File: src/design/console_bus_cfg.svh
`ifndef CONSOLE_BUS_CFG_SVH
`define CONSOLE_BUS_CFG_SVH

// scratchpad RAM
`define SCRATCH_WORDS 128
`define SCRATCH_BASE  16'h8000     // 256 byte image repeats up to SCRATCH_LAST
`define SCRATCH_LAST  16'h83ff

// GROM store and timing
`define GROM_BYTES    2048         // counter wraps on this size
`define GROM_WAIT     4            // clk cycles of gready low per strobe

// GROM window on the byte address
`define GROM_BASE     16'h9800
`define GROM_LAST     16'h9fff
`define GROM_WR_BIT   10           // set on the write half
`define GROM_MO_BIT   1            // set for the address port

`endif
File: src/design/console_bus_pkg.sv
package console_bus_pkg;

   // cpu side data word
   typedef logic [15:0] word_t;

   // one byte on the multiplexed side
   typedef logic [7:0] byte_t;

   // cpu word address, byte bit 0 comes from the mux
   typedef logic [14:0] word_addr_t;

   // grom auto increment address
   typedef logic [15:0] grom_addr_t;

   // 16 to 8 bit cycle splitter
   typedef enum logic [1:0] {
      MUX_IDLE,
      MUX_HI,      // even byte, b_a0 low
      MUX_LO,      // odd byte
      MUX_DONE     // word assembled, ready high
   } mux_state_t;

endpackage

File: src/design/scratchpad_ram.sv
`include "console_bus_cfg.svh"

module scratchpad_ram
   import console_bus_pkg::*;
(
   input  logic       clk,
   input  logic       cs_i,
   input  logic       we_i,
   input  word_addr_t a_i,
   input  word_t      d_i,
   output word_t      q_o
);

   localparam int IDX_W = $clog2(`SCRATCH_WORDS);

   word_t            mem [`SCRATCH_WORDS];
   logic [IDX_W-1:0] idx;

   // upper bits dropped, gives the mirrors
   assign idx = a_i[IDX_W-1:0];

   always_ff @(posedge clk) begin
      if (cs_i && we_i) begin
         mem[idx] <= d_i;
      end
      if (cs_i) begin
         q_o <= mem[idx];            // one cycle read latency
      end
   end

endmodule

File: config.mk
export PLATFORM = sky130hd
export DESIGN_NAME = scratchpad_ram
export DESIGN_NICKNAME = d
export VERILOG_FILES = /design/src/design/console_bus_pkg.sv /design/src/design/scratchpad_ram.sv
export VERILOG_INCLUDE_DIRS = /design/src /design/src/design
export SDC_FILE = /design/constraint.sdc
export NUM_CORES = 2
export LEC_CHECK = 0
export ABC_AREA = 1
export BUFFER_PORTS_ARGS = -buffer_cell sky130_fd_sc_hd__buf_2
export CORE_UTILIZATION = 24
export CTS_BUF_LIST = sky130_fd_sc_hd__clkbuf_16
export CTS_CLUSTER_SIZE = 25
export DETAILED_ROUTE_END_ITERATION = 6
export PLACE_DENSITY_LB_ADDON = 0.1
export SLEW_MARGIN = 25
export SYNTH_ARGS = -nofsm -noshare
export SYNTH_HDL_FRONTEND = slang
export SYNTH_SLANG_ARGS = --single-unit
File: constraint.sdc
create_clock -name clk -period 2.7 [get_ports clk]
set_input_delay 0.135 -clock clk [delete_from_list [all_inputs] [get_ports clk]]
set_output_delay 0.135 -clock clk [all_outputs]
set_load 0.01 [all_outputs]
* Word-level counts from Yosys, hierarchy flattened
Memories as Yosys holds them, arrays and structs flattened. A register that Yosys moved wholly into a read port is not among the register bits.
Cells that the tools add are included.
** Operators by class
- Add/sub/neg operators :: 0
- Multiply operators :: 0
- Divide/modulo/power cells :: 0
- Order comparisons :: 0
- Equal/unequal tests :: 0
- Shift-type cells :: 0
- Mux-type cells :: 2
- Bitwise operators :: 0
- Reduce and logical (&&, ||, !) cells :: 1
** Operators with widths (count)
- $mux 1 :: 2
- $logic_and 1x1->1 :: 1
** Word-level totals
- Bits in registers :: 0
- Latch bits :: 0
- RAM bits :: 2048
- Memory bits (read-only) :: 0
- Input port bits :: 34
- Output and inout port bits :: 16
- Memories :: 1
** Memory list
- mem :: words 128, bits a word 16, read ports 1, clocked after Yosys merged registers in 1, wr ports 1, line scratchpad_ram.sv:16 : word_t mem [`SCRATCH_WORDS];

* Depth between registers and ports, before layout
- Depth after elaboration :: 3
- Depth in mapped cells :: 17
- Gate-level depth less buffers :: 13

* Worst setup path after synthesis
No wires, ideal clock.
- Path type :: input to register
- Start :: input port a_i[0]
- End :: memory mem[106][0] (netlist name) (enable)
- Data arrival time :: 1.910 ns
- Data required time :: 2.312 ns
- Setup slack :: 0.401 ns
- Cell stages on the path :: 8
- Path buffers :: 5
- Cells stage by stage :: buf_4 inv_2 buf_6 buf_4 buf_2 nand3_1 buf_2 nor2_1
** RTL lines
- from (decl) :: line scratchpad_ram.sv:9 : input word_addr_t a_i,
- to (decl) :: line scratchpad_ram.sv:16
Straight into the memory's write port.

==> out/metrics.csv <==
stage,metric,value,unit
run_status,outcome,"finished, final reports clean",
yosys,avgSynthCellArea,10.12,sq um
grt,grt_pass1_vias,58038,
worst_setup_path,end_kind,flop,
timing,tightest_slew,0.9530,ns
min_path,min_path_type,input pin to flop,
floorplan,dieWidth,604.1,microns
grt,grt_max_degree,128,
timing,fin_ws,0.3796,ns
grt,gr-total-overflow,0,
clocking,root_buffer,clkbuf_16,
timing,tns,0,ns
worst_setup_path,cp.required,3.39,ns
grt,antenna_found_initial,22,
yosys,synth_cell_type_count,19,
worst_setup_path,cp_cell_sequence,nand2_1 -> nand2_1 -> nand2_1 -> nand2_1 -> nand2_1 -> nand2_1 -> nand2_1 -> nand2_1 -> buf_12 -> nor2_1 -> nor2_1 -> nor2_1 -> buf_4 -> nand2_1,
route,drtIter0Drc,4132,
worst_setup_path,cp_max_fo,1,
worst_setup_path,reg2reg_setup_slack,0.38,ns
clocking,cts_buffers,242,
cells_and_area,multi_input_area,22830,sq um
timing,maxSlewViolCount,0,
route,wire_per_inst,22.11,microns
cells_and_area,drive_gt1_share,9.431,%
route,drc,0,
min_path,hp-start,d_i[12],
place,dp_slack,-0.2508,ns
worst_setup_path,path_common_cell,nand2_1,
worst_setup_path,crit_type,flop to flop,
timing,finalClockSkew,0.07209,ns
power_and_ir_drop,power.density,682.0,nW/um^2
yosys,synth_seq_cells,2064,
worst_setup_path,cp-start-kind,flop,
timing,finalCriticalPeriod,2.320,ns
yosys,syn-num-nets,8630,
yosys,syn_area,87000,sq um
floorplan,pin_count,50,
cells_and_area,layoutNonFillerInstCount,13918,
floorplan,dieArea,364900,sq um
clocking,cts_resized,0,
worst_setup_path,critPathMaxStageDelay,0.44,ns
worst_setup_path,cp.arrival,3.01,ns
yosys,ys_seq_area_share,71.24,%
power_and_ir_drop,power_leakage,42.95,nW
timing,slew_headroom,36.47,%
route,totalWireLength,307700,microns
clocking,htreeDepth,4,
clocking,postCtsSetupBuffers,0,
cells_and_area,fill_cells,37636,
cells_and_area,regArea,61980,sq um
place,dp_hpwl,185100,microns
place,gp_congestion,0.7878,
place,place_inst,13457,
clocking,cts_tree,yes,
clocking,clk_latency,0.93,ns
route,firstDrtPassIters,5,
worst_setup_path,reg2regPathDepth,14,
clocking,clk_pin_slew,0.06,ns
route,vias,58640,
floorplan,fp-row-count,220,
yosys,yosysWarnings,0,
route,antenna_left,0,
timing,finalCritPeriodShare,85.94,%
clocking,clock-sinks,2064,
place,io_buffers,41,
timing,finalHoldViolCount,0,
grt,grt_pass1_wl,436800,microns
grt,grtUsageTotal,16.58,%
cells_and_area,syn_to_final_growth,20.67,%
cells_and_area,layout.nets,8982,
worst_setup_path,crit_start,mem[43][2]$_DFFE_PP_,
timing,rsz0062_at_grt,no,
worst_setup_path,crit_slowest_cell,nor2_1,
timing,max_freq,0.4310,GHz
floorplan,die_h,604.1,microns
worst_setup_path,worst_r2r_endpoint,q_o[2]$_DFFE_PP_,
floorplan,floorplan.initialDensity,24.16,%
clocking,clock_path_buffers,4,
flow_run,max_cap_violations,0,
yosys,synth_cells,8596,
power_and_ir_drop,worst_ir_drop_vdd,500.3,uV
timing,setup_viol,0,
worst_setup_path,worstReg2RegStart,mem[43][2]$_DFFE_PP_,
worst_setup_path,crit_end,q_o[2]$_DFFE_PP_,
route,vias_per_cell,4.213,
floorplan,core_area,360000,sq um
## placed cells by master (no fill, tap or decap), types with 6 or more instances in the layout
master | netlist | final
a21oi_1 | 6 | 6
buf_12 | 0 | 195
buf_2 | 216 | 22
buf_4 | 29 | 285
buf_6 | 3 | 16
bufinv_16 | 0 | 13
clkbuf_16 | 0 | 243
clkinv_1 | 1 | 78
clkinv_2 | 0 | 37
clkinvlp_4 | 0 | 6
dlygate4sd3_1 | 0 | 20
edfxtp_1 | 2064 | 2064
inv_1 | 58 | 108
nand2_1 | 5647 | 5647
nand3_1 | 41 | 33
nand3_2 | 0 | 8
nor2_1 | 322 | 313
nor2_2 | 0 | 7
or2_2 | 11 | 11
## sequential cells by signal (all words and copies together) (netlist names)
register	cells
mem	2048
q_o	16
## final cells by class
cell class	count	share of cell area [%]
clock inverters	193	1.211
well taps	4773	5.688
flip-flops and latches	2064	59.03
multi-input cells	6036	21.75
inverters	63	0.2467
clock buffers	243	5.792
repair buffers	541	6.266
diodes	5	0.01192
## cells by family (layout without fill, tap and decap cells)
logic type             after synthesis  count (layout)  synth area share, %
AO/OA/AOI/OAI                       13              13              0.08052
AND/OR/NAND/NOR                   6023            6023                26.08
other                                0               5                    0
buffers and inverters              496            1040                2.601
flip-flops                        2064            2064                71.24
## stage by stage
step / utilization [%] / area [sq um] / hold WS (ns) / power, mW
after CTS: 29.16 / 105000 / 0.01459 / 72.75
final: 29.16 / 105000 / 0.08816 / 71.60
after detailed placement: 27.06 / 97420 / 0.3963 / 41.34
after global placement: 27.06 / 97420 / 0.4023 / 41.35
after global routing: 29.16 / 105000 / 0.06812 / 74.16
after floorplan: - / 87000 / 0.2339 / 38.35
## cells in the mapped netlist
cell	n	area, sq um
nand2_1	5647	21200
edfxtp_1	2064	61980
nor2_1	322	1209
buf_2	216	1081
clkbuf_1	145	544.3
inv_1	58	217.7
nand3_1	41	205.2
buf_1	40	150.1
buf_4	29	217.7
or2_2	11	68.82
a21oi_1	6	30.03
inv_2	4	15.01
buf_6	3	33.78
o21ai_0	3	15.01
o211ai_1	2	15.01
o21ai_1	2	10.01
clkinv_1	1	3.750
nand4_1	1	6.260
or2_1	1	6.260
## where the power goes
part	total [mW]	internal, mW	switching (mW)
Combinational	5.11	1.36	3.75
Sequential	35.4	35.4	0.0726
Clock	31.1	17.4	13.6
## per-layer routing
layer / vias up / track usage (%) / wire [microns]
li1: 28500 / - / -
met1: 28724 / 22.92 / 142800
met2: 1062 / 27.64 / 145500
met3: 352 / 1.913 / 12220
met4: 2 / 3.958 / 7125
met5: - / 0 / 13
## critical path, delay by kind of cell (launching register included)
kind	cells	cell delay [ns]
flip-flops	1	0.36
buffers and inverters	2	0.34
AND/OR/NAND/NOR	12	1.39
## how the worst min path moves through the flow
stage | end | slack, ns | depth (start not counted)
after floorplan | mem[0][0]$_DFFE_PP_ | 0.23 | 0
final | mem[103][12]$_DFFE_PP_ | 0.09 | 2
after global placement | mem[103][12]$_DFFE_PP_ | 0.40 | 1
after global routing | mem[103][12]$_DFFE_PP_ | 0.07 | 2
after detailed placement | mem[103][12]$_DFFE_PP_ | 0.40 | 1
after CTS | q_o[14]$_DFFE_PP_ | 0.01 | 7
## what timing repair did
action	4_1_cts	5_1_grt
hold buffers	20	0
endpoints found under the hold margin	1560	0
setup endpoints to repair	0	0
Note: power is estimated with default switching activity, not from simulation.
