<file path="src/design/console_bus_cfg.svh">
`ifndef CONSOLE_BUS_CFG_SVH
`define CONSOLE_BUS_CFG_SVH

// scratchpad RAM
`define SCRATCH_WORDS 128
`define SCRATCH_BASE  16'h8000     // 256 byte image repeats up to SCRATCH_LAST
`define SCRATCH_LAST  16'h83ff

// GROM store and timing
`define GROM_BYTES    2048         // counter wraps on this size
`define GROM_WAIT     4            // clk cycles of gready low per strobe

// GROM window on the byte address
`define GROM_BASE     16'h9800
`define GROM_LAST     16'h9fff
`define GROM_WR_BIT   10           // set on the write half
`define GROM_MO_BIT   1            // set for the address port

`endif
</file>
<file path="src/design/console_bus_pkg.sv">
package console_bus_pkg;

   // cpu side data word
   typedef logic [15:0] word_t;

   // one byte on the multiplexed side
   typedef logic [7:0] byte_t;

   // cpu word address, byte bit 0 comes from the mux
   typedef logic [14:0] word_addr_t;

   // grom auto increment address
   typedef logic [15:0] grom_addr_t;

   // 16 to 8 bit cycle splitter
   typedef enum logic [1:0] {
      MUX_IDLE,
      MUX_HI,      // even byte, b_a0 low
      MUX_LO,      // odd byte
      MUX_DONE     // word assembled, ready high
   } mux_state_t;

endpackage

</file>
<file path="src/design/byte_mux.sv">
module byte_mux
   import console_bus_pkg::*;
(
   input  logic  clk,
   input  logic  arst_n_i,
   input  logic  start_i,
   input  logic  we_i,
   input  logic  sysrdy_i,
   input  word_t q_i,
   input  byte_t d8_i,
   output logic  ready_o,
   output logic  b_strobe_o,
   output logic  b_we_o,
   output logic  b_a0_o,
   output byte_t q8_o,
   output word_t d_o
);

   mux_state_t state_q;
   logic       issued_q;     // strobe already sent in this phase
   logic       we_q;
   logic       in_phase;
   byte_t      hi_q;
   byte_t      lo_q;

   assign in_phase = (state_q == MUX_HI) || (state_q == MUX_LO);

   // ready drops the cycle after start is taken
   assign ready_o = (state_q == MUX_IDLE) || (state_q == MUX_DONE);

   assign b_strobe_o = in_phase && !issued_q;
   assign b_we_o     = we_q;
   assign b_a0_o     = (state_q == MUX_LO);
   assign q8_o       = b_a0_o ? q_i[7:0] : q_i[15:8];
   assign d_o        = {hi_q, lo_q};

   always_ff @(posedge clk or negedge arst_n_i) begin
      if (!arst_n_i) begin
         state_q  <= MUX_IDLE;
         issued_q <= 1'b0;
         we_q     <= 1'b0;
      end else begin
         case (state_q)
            MUX_IDLE: begin
               issued_q <= 1'b0;
               if (start_i) begin
                  state_q <= MUX_HI;
                  we_q    <= we_i;
               end
            end
            MUX_HI: begin
               if (sysrdy_i) begin
                  state_q  <= MUX_LO;
                  issued_q <= 1'b0;
               end else begin
                  issued_q <= 1'b1;   // stalled by the device
               end
            end
            MUX_LO: begin
               if (sysrdy_i) begin
                  state_q  <= MUX_DONE;
                  issued_q <= 1'b0;
               end else begin
                  issued_q <= 1'b1;
               end
            end
            MUX_DONE: begin
               state_q <= MUX_IDLE;   // start is not looked at here
            end
            default: begin
               state_q <= MUX_IDLE;
            end
         endcase
      end
   end

   // byte capture at the end of each phase
   always_ff @(posedge clk) begin
      if ((state_q == MUX_HI) && sysrdy_i) begin
         hi_q <= d8_i;
      end
      if ((state_q == MUX_LO) && sysrdy_i) begin
         lo_q <= d8_i;
      end
   end

endmodule

</file>
<file path="config.mk">
export PLATFORM = sky130hd
export DESIGN_NAME = byte_mux
export DESIGN_NICKNAME = d
export VERILOG_FILES = /design/src/design/console_bus_cfg.svh /design/src/design/console_bus_pkg.sv /design/src/design/byte_mux.sv
export SDC_FILE = /design/constraint.sdc
export NUM_CORES = 1
export LEC_CHECK = 0
export CAP_MARGIN = 20
export CORE_MARGIN = 2
export CORE_UTILIZATION = 55
export CTS_BUF_LIST = sky130_fd_sc_hd__clkbuf_16
export CTS_CLUSTER_DIAMETER = 60
export DETAILED_ROUTE_END_ITERATION = 6
export DONT_BUFFER_PORTS = 1
export GPL_ROUTABILITY_DRIVEN = 0
export MAX_ROUTING_LAYER = met4
export PLACE_DENSITY = 0.7
export SKIP_CTS_REPAIR_TIMING = 1
export SLEW_MARGIN = 25
export SYNTH_ARGS = -nofsm -noshare
export SYNTH_HDL_FRONTEND = slang
export SYNTH_SLANG_ARGS = --single-unit
export TNS_END_PERCENT = 30
</file>
<file path="constraint.sdc">
create_clock -name clk -period 2.45 [get_ports clk]
set_input_delay 0.1225 -clock clk [delete_from_list [all_inputs] [get_ports clk]]
set_output_delay 0.1225 -clock clk [all_outputs]
set_load 0.01 [all_outputs]
</file>
# Yosys cells after proc, flatten, opt, wreduce, memory -nomap -nowiden
# Index checks and enable logic that the tools add are counted.
[word_totals]
word_cells = 29
ff_bits = 20
inputBits = 29
output_inout_bits = 28
[classes]
n_reduce_logical = 11
mux = 7
n_eq_ne = 6
[op_table]
columns = ["operator", "count"]
rows = [
  ["2-to-1 mux 8 bit", 1],
  ["case mux 2 bit (4 select lines)", 1],
  ["2-to-1 mux 2 bit", 3],
  ["inequality test 2 bit (second input constant)", 3],
  ["== test 2 bit (second input constant)", 2],
  ["logical AND 1 bit", 3],
  ["AND reduction 3 bit", 1],
  ["== test 2 x 1 -> 1 bit (second input constant)", 1],
  ["logical NOT 2 bit", 1],
  ["logical OR 1 bit", 2],
  ["case mux 1 bit (2 select lines)", 1],
  ["AND reduction 2 bit", 1],
  ["nonzero test 2 bit", 1],
  ["OR reduction 2 bit", 1],
  ["logical NOT 1 bit", 1],
  ["2-to-1 mux 1 bit", 1],
]

# Longest topological paths before layout
# Gate-level depths: netlist of run 1.
[depth]
depth_word = 3
mapped_depth = 5

# Worst setup path after synthesis of run 1
# Ideal clock, no wire load.
[synth_path]
path_kind = "reg2out"
from = "register state_q[0]"
to = "output port q8_o[0]"
arrival_time_ps = 1231
setup_slack_ps = 1096
path_stages_with_launch = 5
cell_sequence = "dfrtp_1 > inv_1 > ha_1 > buf_6 > mux2_4"
[synth_via]
elab_chain_cells = 2
[synth_lines]
columns = ["element", "line_no", "source"]
rows = [
  ["start: declaration", "byte_mux.sv:19", "mux_state_t state_q;"],
  ["start signal: assignment", "byte_mux.sv:39", "state_q <= MUX_IDLE;"],
  ["start signal: assignment", "byte_mux.sv:47", "state_q <= MUX_HI;"],
  ["start signal: assignment", "byte_mux.sv:53", "state_q <= MUX_LO;"],
  ["== test 2 bit", "byte_mux.sv:33", "assign b_a0_o = (state_q == MUX_LO);"],
  ["via b_a0_o", "byte_mux.sv:14", "output logic b_a0_o,"],
  ["2-to-1 mux 8 bit", "byte_mux.sv:34", "assign q8_o = b_a0_o ? q_i[7:0] : q_i[15:8];"],
  ["end: declaration", "byte_mux.sv:15", "output byte_t q8_o,"],
]
# The timed path passes the listed nets, and every way through them passes these cells.

# Final worst setup path of run 1
[layout_path]
from = "register state_q[0]"
to = "output port q8_o[2]"
# The elaborated chain is that of the path after synthesis.

==> metrics.yaml, run 1 <==
logic_synthesis:
  synth-seq-cells: 20
  synth_edf_count: 16
  ys_seq_area_frac: 0.656
  synth_area_leader_cell: "edfxtp_1"
  synth.avg_cell_area_um2: 17.3
  ys_async_sr_fraction: 0.200
  yosysWarnings: 0
  dominantRegCellSynth: "edfxtp_1"
  synthCells: 51
  ys_types: 13
  synth_fp_nets: 86
  synthesis.area_um2: 885
  synth_top_area_frac: 0.543
  yosys-top-cells-area: "edfxtp_1 54%, mux2_4 14%, dfrtp_1 11%"
drt:
  routedWlPerCell_um: 16.2
  routed_wl_mm: 1.30
  vias_per_cell: 5.63
  drc: 0
  vias: 450
  antenna_left: 0
  firstDrtPassIters: 3
  first_iter_violations: 1
placement:
  post_dp_cell_area_um2: 893
  port_buffers: 0
global_routing:
  grt_pass1_wl_mm: 1.81
  overflow: 0
  track_usage: 0.128
  grt_pass1_vias: 381
  antenna_found_initial: 0
  grt_max_degree: 12
cts:
  clk_latency_ps: 240
  cts_root_buffer: "clkbuf_16"
  cts-buffers-inserted: 3
  clk_path_buf_depth: 2
  cts-htree-levels: 1
  cts_sinks: 20
  cts_tree: "yes"
  path_clk_slew_ps: 50
cells_and_area:
  nets: 100
  fillers: 101
  drive_above_1_share: 0.203
  antenna_cells: 0
  postLayoutCellArea_um2: 1070
  area_delta_synth_final_pct: 21.2
  final_core_util: 0.712
sta:
  slew_violations: 0
  min_period_ps: 1870
  relSlewSlack: 0.587
  skew_ps: 0.797
  setup_tns_ps: 0
  finalSetupViolations: 0
  period_share: 0.764
  tightest_slew_ps: 619
  max_freq_ghz: 0.535
  rsz0062_at_grt: "false"
  hold_violations: 0
floorplanning:
  die-area_um2: 1950
  die_h_um: 44.1
  io_pins: 57
  die_x_um: 44.1
  initial_core_util: 0.587
  placementRows: 14
  core_um2: 1510
critical_path:
  setup.worst_path.end_class: "output pin"
  crit_type: "reg2out"
  path_max_fanout: 10
  worstSetupStartpointType: "flop"
  cp_slowest_cell: "ha_1"
  crit_arrival_ps: 1750
  cp_cell_sequence: "inv_1, ha_1, mux2_4"
  max_stage_delay_ps: 580
  cp.required_ps: 2330
run_status:
  status: "completed"
pwr:
  vdd_ir_drop_max_uv: 692
  p_leak_uw: 0.000436
  p_per_area_nw_per_um2: 1170
hold_path:
  holdCritPathClass: "in2reg"
flow_run:
  maxCapViolCount: 0
worst paths after layout:
path / start / to / slack (ps) / cells past startpoint
worst max-delay path: state_q[0]$_DFFE_PN0P_ / q8_o[2] / 580 / 3
worst min-delay path: we_i / b_we_o$_DFFE_PN0P_ / 40 / 1
worst max register to register: state_q[0]$_DFFE_PN0P_ / state_q[0]$_DFFE_PN0P_ / 970 / 4
worst min register to register: issued_q$_DFFE_PN0P_ / issued_q$_DFFE_PN0P_ / 510 / 2
max in group asynchronous: arst_n_i / b_we_o$_DFFE_PN0P_ / 2150 / 1
min in group asynchronous: arst_n_i / issued_q$_DFFE_PN0P_ / 150 / 1
area by class of cell:
cell class | instances | area [um^2] | share of cell area
Sequential cell | 20 | 581 | 0.541
Clock inverter | 1 | 3.75 | 0.00350
Clock buffer | 3 | 75.1 | 0.0700
Timing Repair Buffer | 10 | 100 | 0.0933
Tap cell | 16 | 20.0 | 0.0187
Inverter | 4 | 15.0 | 0.0140
Multi-Input combinational cell | 26 | 278 | 0.259
critical path, delay by kind of cell, from the launching register on:
kind | cells | cell delay [ps]
adder cells (fa/ha/maj) | 1 | 580
buffers and inverters | 1 | 160
flip-flops | 1 | 390
multiplexers | 1 | 380
report_power, final:
group | switching (uW) | leakage (uW) | internal, uW
combinational | 239 | 0.000198 | 182
clock | 92.1 | 0.0000423 | 216
sequential | 61.0 | 0.000195 | 462
total | 392 | 0.000436 | 860
cell usage after synthesis (2+ instances only):
master and count:
nor2_1 3, and2_1 2, dfrtp_1 4, edfxtp_1 16
mux2_4 8, ha_1 6, mux2i_1 2, inv_1 4
nand2_1 2
placed cells by master (no fill, tap or decap), types with 2 or more instances in the layout:
cell,instances
edfxtp_1,16
dlygate4sd3_1,10
mux2_4,8
ha_1,6
inv_1,5
dfrtp_1,4
nor2_1,3
clkbuf_16,3
and2_1,2
nand2_1,2
mux2i_1,2
per-stage QoR:
stage	instances	setup slack [ps]	hold WS (ps)	power, uW
after global routing	80	489	40.8	1320
after floorplan	51	1100	-173	888
after CTS	70	568	-427	1250
after global placement	66	905	-173	915
final	80	579	42.7	1250
after detailed placement	66	833	-173	942
per-layer routing:
metal  routed length, um  global-route usage  vias to the layer above
met5                   0                   -                        -
met1                 486               0.129                      216
met3                 111              0.0571                        0
li1                    -                   -                      207
met2                 698               0.232                       27
met4                   0              0.0182                        0
sequential cells by signal (all words and copies together) (netlist names):
name,cells
issued_q,1
lo_q,8
state_q,2
hi_q,8
b_we_o,1
cell families (layout without fill, tap and decap cells):
group / Yosys count / count (layout) / synth area share
AO/OA/AOI/OAI: 2 / 2 / 0.0226
adder cells (fa/ha/maj): 6 / 6 / 0.0849
buffers and inverters: 5 / 18 / 0.0297
flip-flops: 20 / 20 / 0.656
multiplexers: 11 / 11 / 0.171
AND/OR/NAND/NOR: 7 / 7 / 0.0354
Note: power is estimated with default switching activity, not from simulation.
==> run 2: changes to the inputs <==
--- a/config.mk
+++ b/config.mk
@@ -7,14 +7,14 @@
 export LEC_CHECK = 0
 export CAP_MARGIN = 20
 export CORE_MARGIN = 2
-export CORE_UTILIZATION = 55
+export CORE_UTILIZATION = 53
 export CTS_BUF_LIST = sky130_fd_sc_hd__clkbuf_16
 export CTS_CLUSTER_DIAMETER = 60
 export DETAILED_ROUTE_END_ITERATION = 6
 export DONT_BUFFER_PORTS = 1
 export GPL_ROUTABILITY_DRIVEN = 0
 export MAX_ROUTING_LAYER = met4
-export PLACE_DENSITY = 0.7
+export PLACE_DENSITY = 0.71
 export SKIP_CTS_REPAIR_TIMING = 1
 export SLEW_MARGIN = 25
 export SYNTH_ARGS = -nofsm -noshare
==> constraint.sdc (replaced) <==
create_clock -name clk -period 1.65 [get_ports clk]
set_input_delay 0.0825 -clock clk [delete_from_list [all_inputs] [get_ports clk]]
set_output_delay 0.0825 -clock clk [all_outputs]
set_load 0.01 [all_outputs]
==> run 2 against run 1 <==
Global-route usage grew 2.7 points. Register-to-register slack lost 750 ps. Hold slack gained 22 ps. Design area grew 2.3%. Sequential power grew 49%. Largest cell class unchanged.
==> metrics.yaml, run 2 (synthesis gave the netlist of run 1 again) <==
cells_and_area:
  drive_above_1_share: 0.239
  antenna_cells: 0
  area_delta_synth_final_pct: 24.0
  nets: 103
  final_core_util: 0.712
  reg_top3: "hi_q: 8 flops, lo_q: 8 flops, state_q: 2 flops"
  final_common_cell: "edfxtp_1"
  final_cell_mix: "16 x edfxtp_1, 11 x dlygate4sd3_1, 8 x mux2_4, 6 x ha_1"
critical_path:
  r2r_slack_ps: 220
  r2r_end: "hi_q[4]$_DFFE_PP_"
  crit_type: "reg2out"
  worstSetupStartpointType: "flop"
  path_max_fanout: 10
  crit_arrival_ps: 1460
  r2r-start: "state_q[1]$_DFFE_PN0P_"
  reg2reg_depth: 3
  crit_end: "q8_o[0]"
  critPathLaunch: "state_q[0]$_DFFE_PN0P_"
  cp.required_ps: 1570
  setup.worst_path.end_class: "output pin"
pwr:
  internal_power_uw: 1300
  p_leak_uw: 0.000449
  power_frac_clock: 0.245
  switchingPower_uw: 612
  p_sw_frac: 0.320
  pwr-share-comb: 0.347
  p_per_area_nw_per_um2: 1740
  seqPwrFrac: 0.408
  vdd_ir_drop_max_uv: 1090
flow_run:
  maxCapViolCount: 0
sta:
  min_period_ps: 1540
  tightest_slew_ps: 369
  max_freq_ghz: 0.647
  slew_violations: 0
  worst_slack_ps: 105
  relSlewSlack: 0.754
  finalSetupViolations: 0
  skew_ps: 1.98
  hold_violations: 0
  setup_tns_ps: 0
  rsz0062_at_grt: "false"
  period_share: 0.936
drt:
  antenna_left: 0
  routed_wl_mm: 1.55
  firstDrtPassIters: 3
  drc: 0
  vias: 471
  routedWlPerCell_um: 18.7
  first_iter_violations: 2
  vias_per_cell: 5.67
floorplanning:
  placementRows: 14
  initial_core_util: 0.574
  die_x_um: 44.9
  die-area_um2: 2010
  io_pins: 57
  die_h_um: 44.9
  core_um2: 1540
global_routing:
  grt_pass1_wl_mm: 2.11
  grt_pass1_vias: 429
  grt_max_degree: 12
  overflow: 0
  antenna_found_initial: 0
  track_usage: 0.155
placement:
  place_ws_ps: 235
  port_buffers: 0
  dp_hpwl_mm: 1.28
hold_path:
  min_delay_path_depth: 2
  holdCritPathClass: "in2reg"
  worstHoldStart: "start_i"
cts:
  path_clk_slew_ps: 50
  clk_path_buf_depth: 2
  cts-buffers-inserted: 3
  cts_tree: "yes"
  clk_latency_ps: 240
  cts_sinks: 20
  cts_root_buffer: "clkbuf_16"
  cts-htree-levels: 1
run_status:
  status: "completed"
## run 2: through the flow
stage	total power (uW)	area, um^2	std cells	hold slack (ps)
final	1910	1100	83	64.9
after global routing	2020	1100	83	69.6
after CTS	1910	987	72	-474
after detailed placement	1440	908	68	-213
after global placement	1390	908	68	-213
after floorplan	1320	885	51	-213
## run 2: area by class of cell
type	count	area, um^2
clock buffers	3	75.1
clock inverters	1	3.75
fillers	100	444
inverters	4	15.0
multi-input cells	26	278
flip-flops and latches	20	581
well taps	16	20.0
repair buffers	13	125
## run 2: worst max-delay path: stages (launching register included)
cell     delay, ps
dfrtp_1        410
inv_2          110
ha_1           150
buf_4          200
mux2_4         340
## run 2: layer usage
layer	routed length, um	share of wire	vias up	GRT usage
met1	517	0.33	218	0.135
met2	884	0.57	37	0.290
met3	128	0.083	2	0.0480
met4	17	0.011	0	0.0824
met5	0	0	-	-
li1	-	-	214	-
## run 2: how the worst min path moves through the flow
| stage | to |
|---|---|
| final | b_we_o$_DFFE_PN0P_ |
| after global routing | state_q[1]$_DFFE_PN0P_ |
| after CTS | state_q[1]$_DFFE_PN0P_ |
| after detailed placement | b_we_o$_DFFE_PN0P_ |
| after global placement | b_we_o$_DFFE_PN0P_ |
| after floorplan | b_we_o$_DFFE_PN0P_ |
## run 2: power by group through the flow
stage / clock [uW] / combinational, uW / sequential, uW
3_3_place_gp: 0 / 605 / 781
3_5_place_dp: 0 / 646 / 789
4_1_cts: 484 / 650 / 779
2_1_floorplan: 0 / 547 / 772
5_1_grt: 499 / 727 / 792
6_report: 469 / 663 / 781
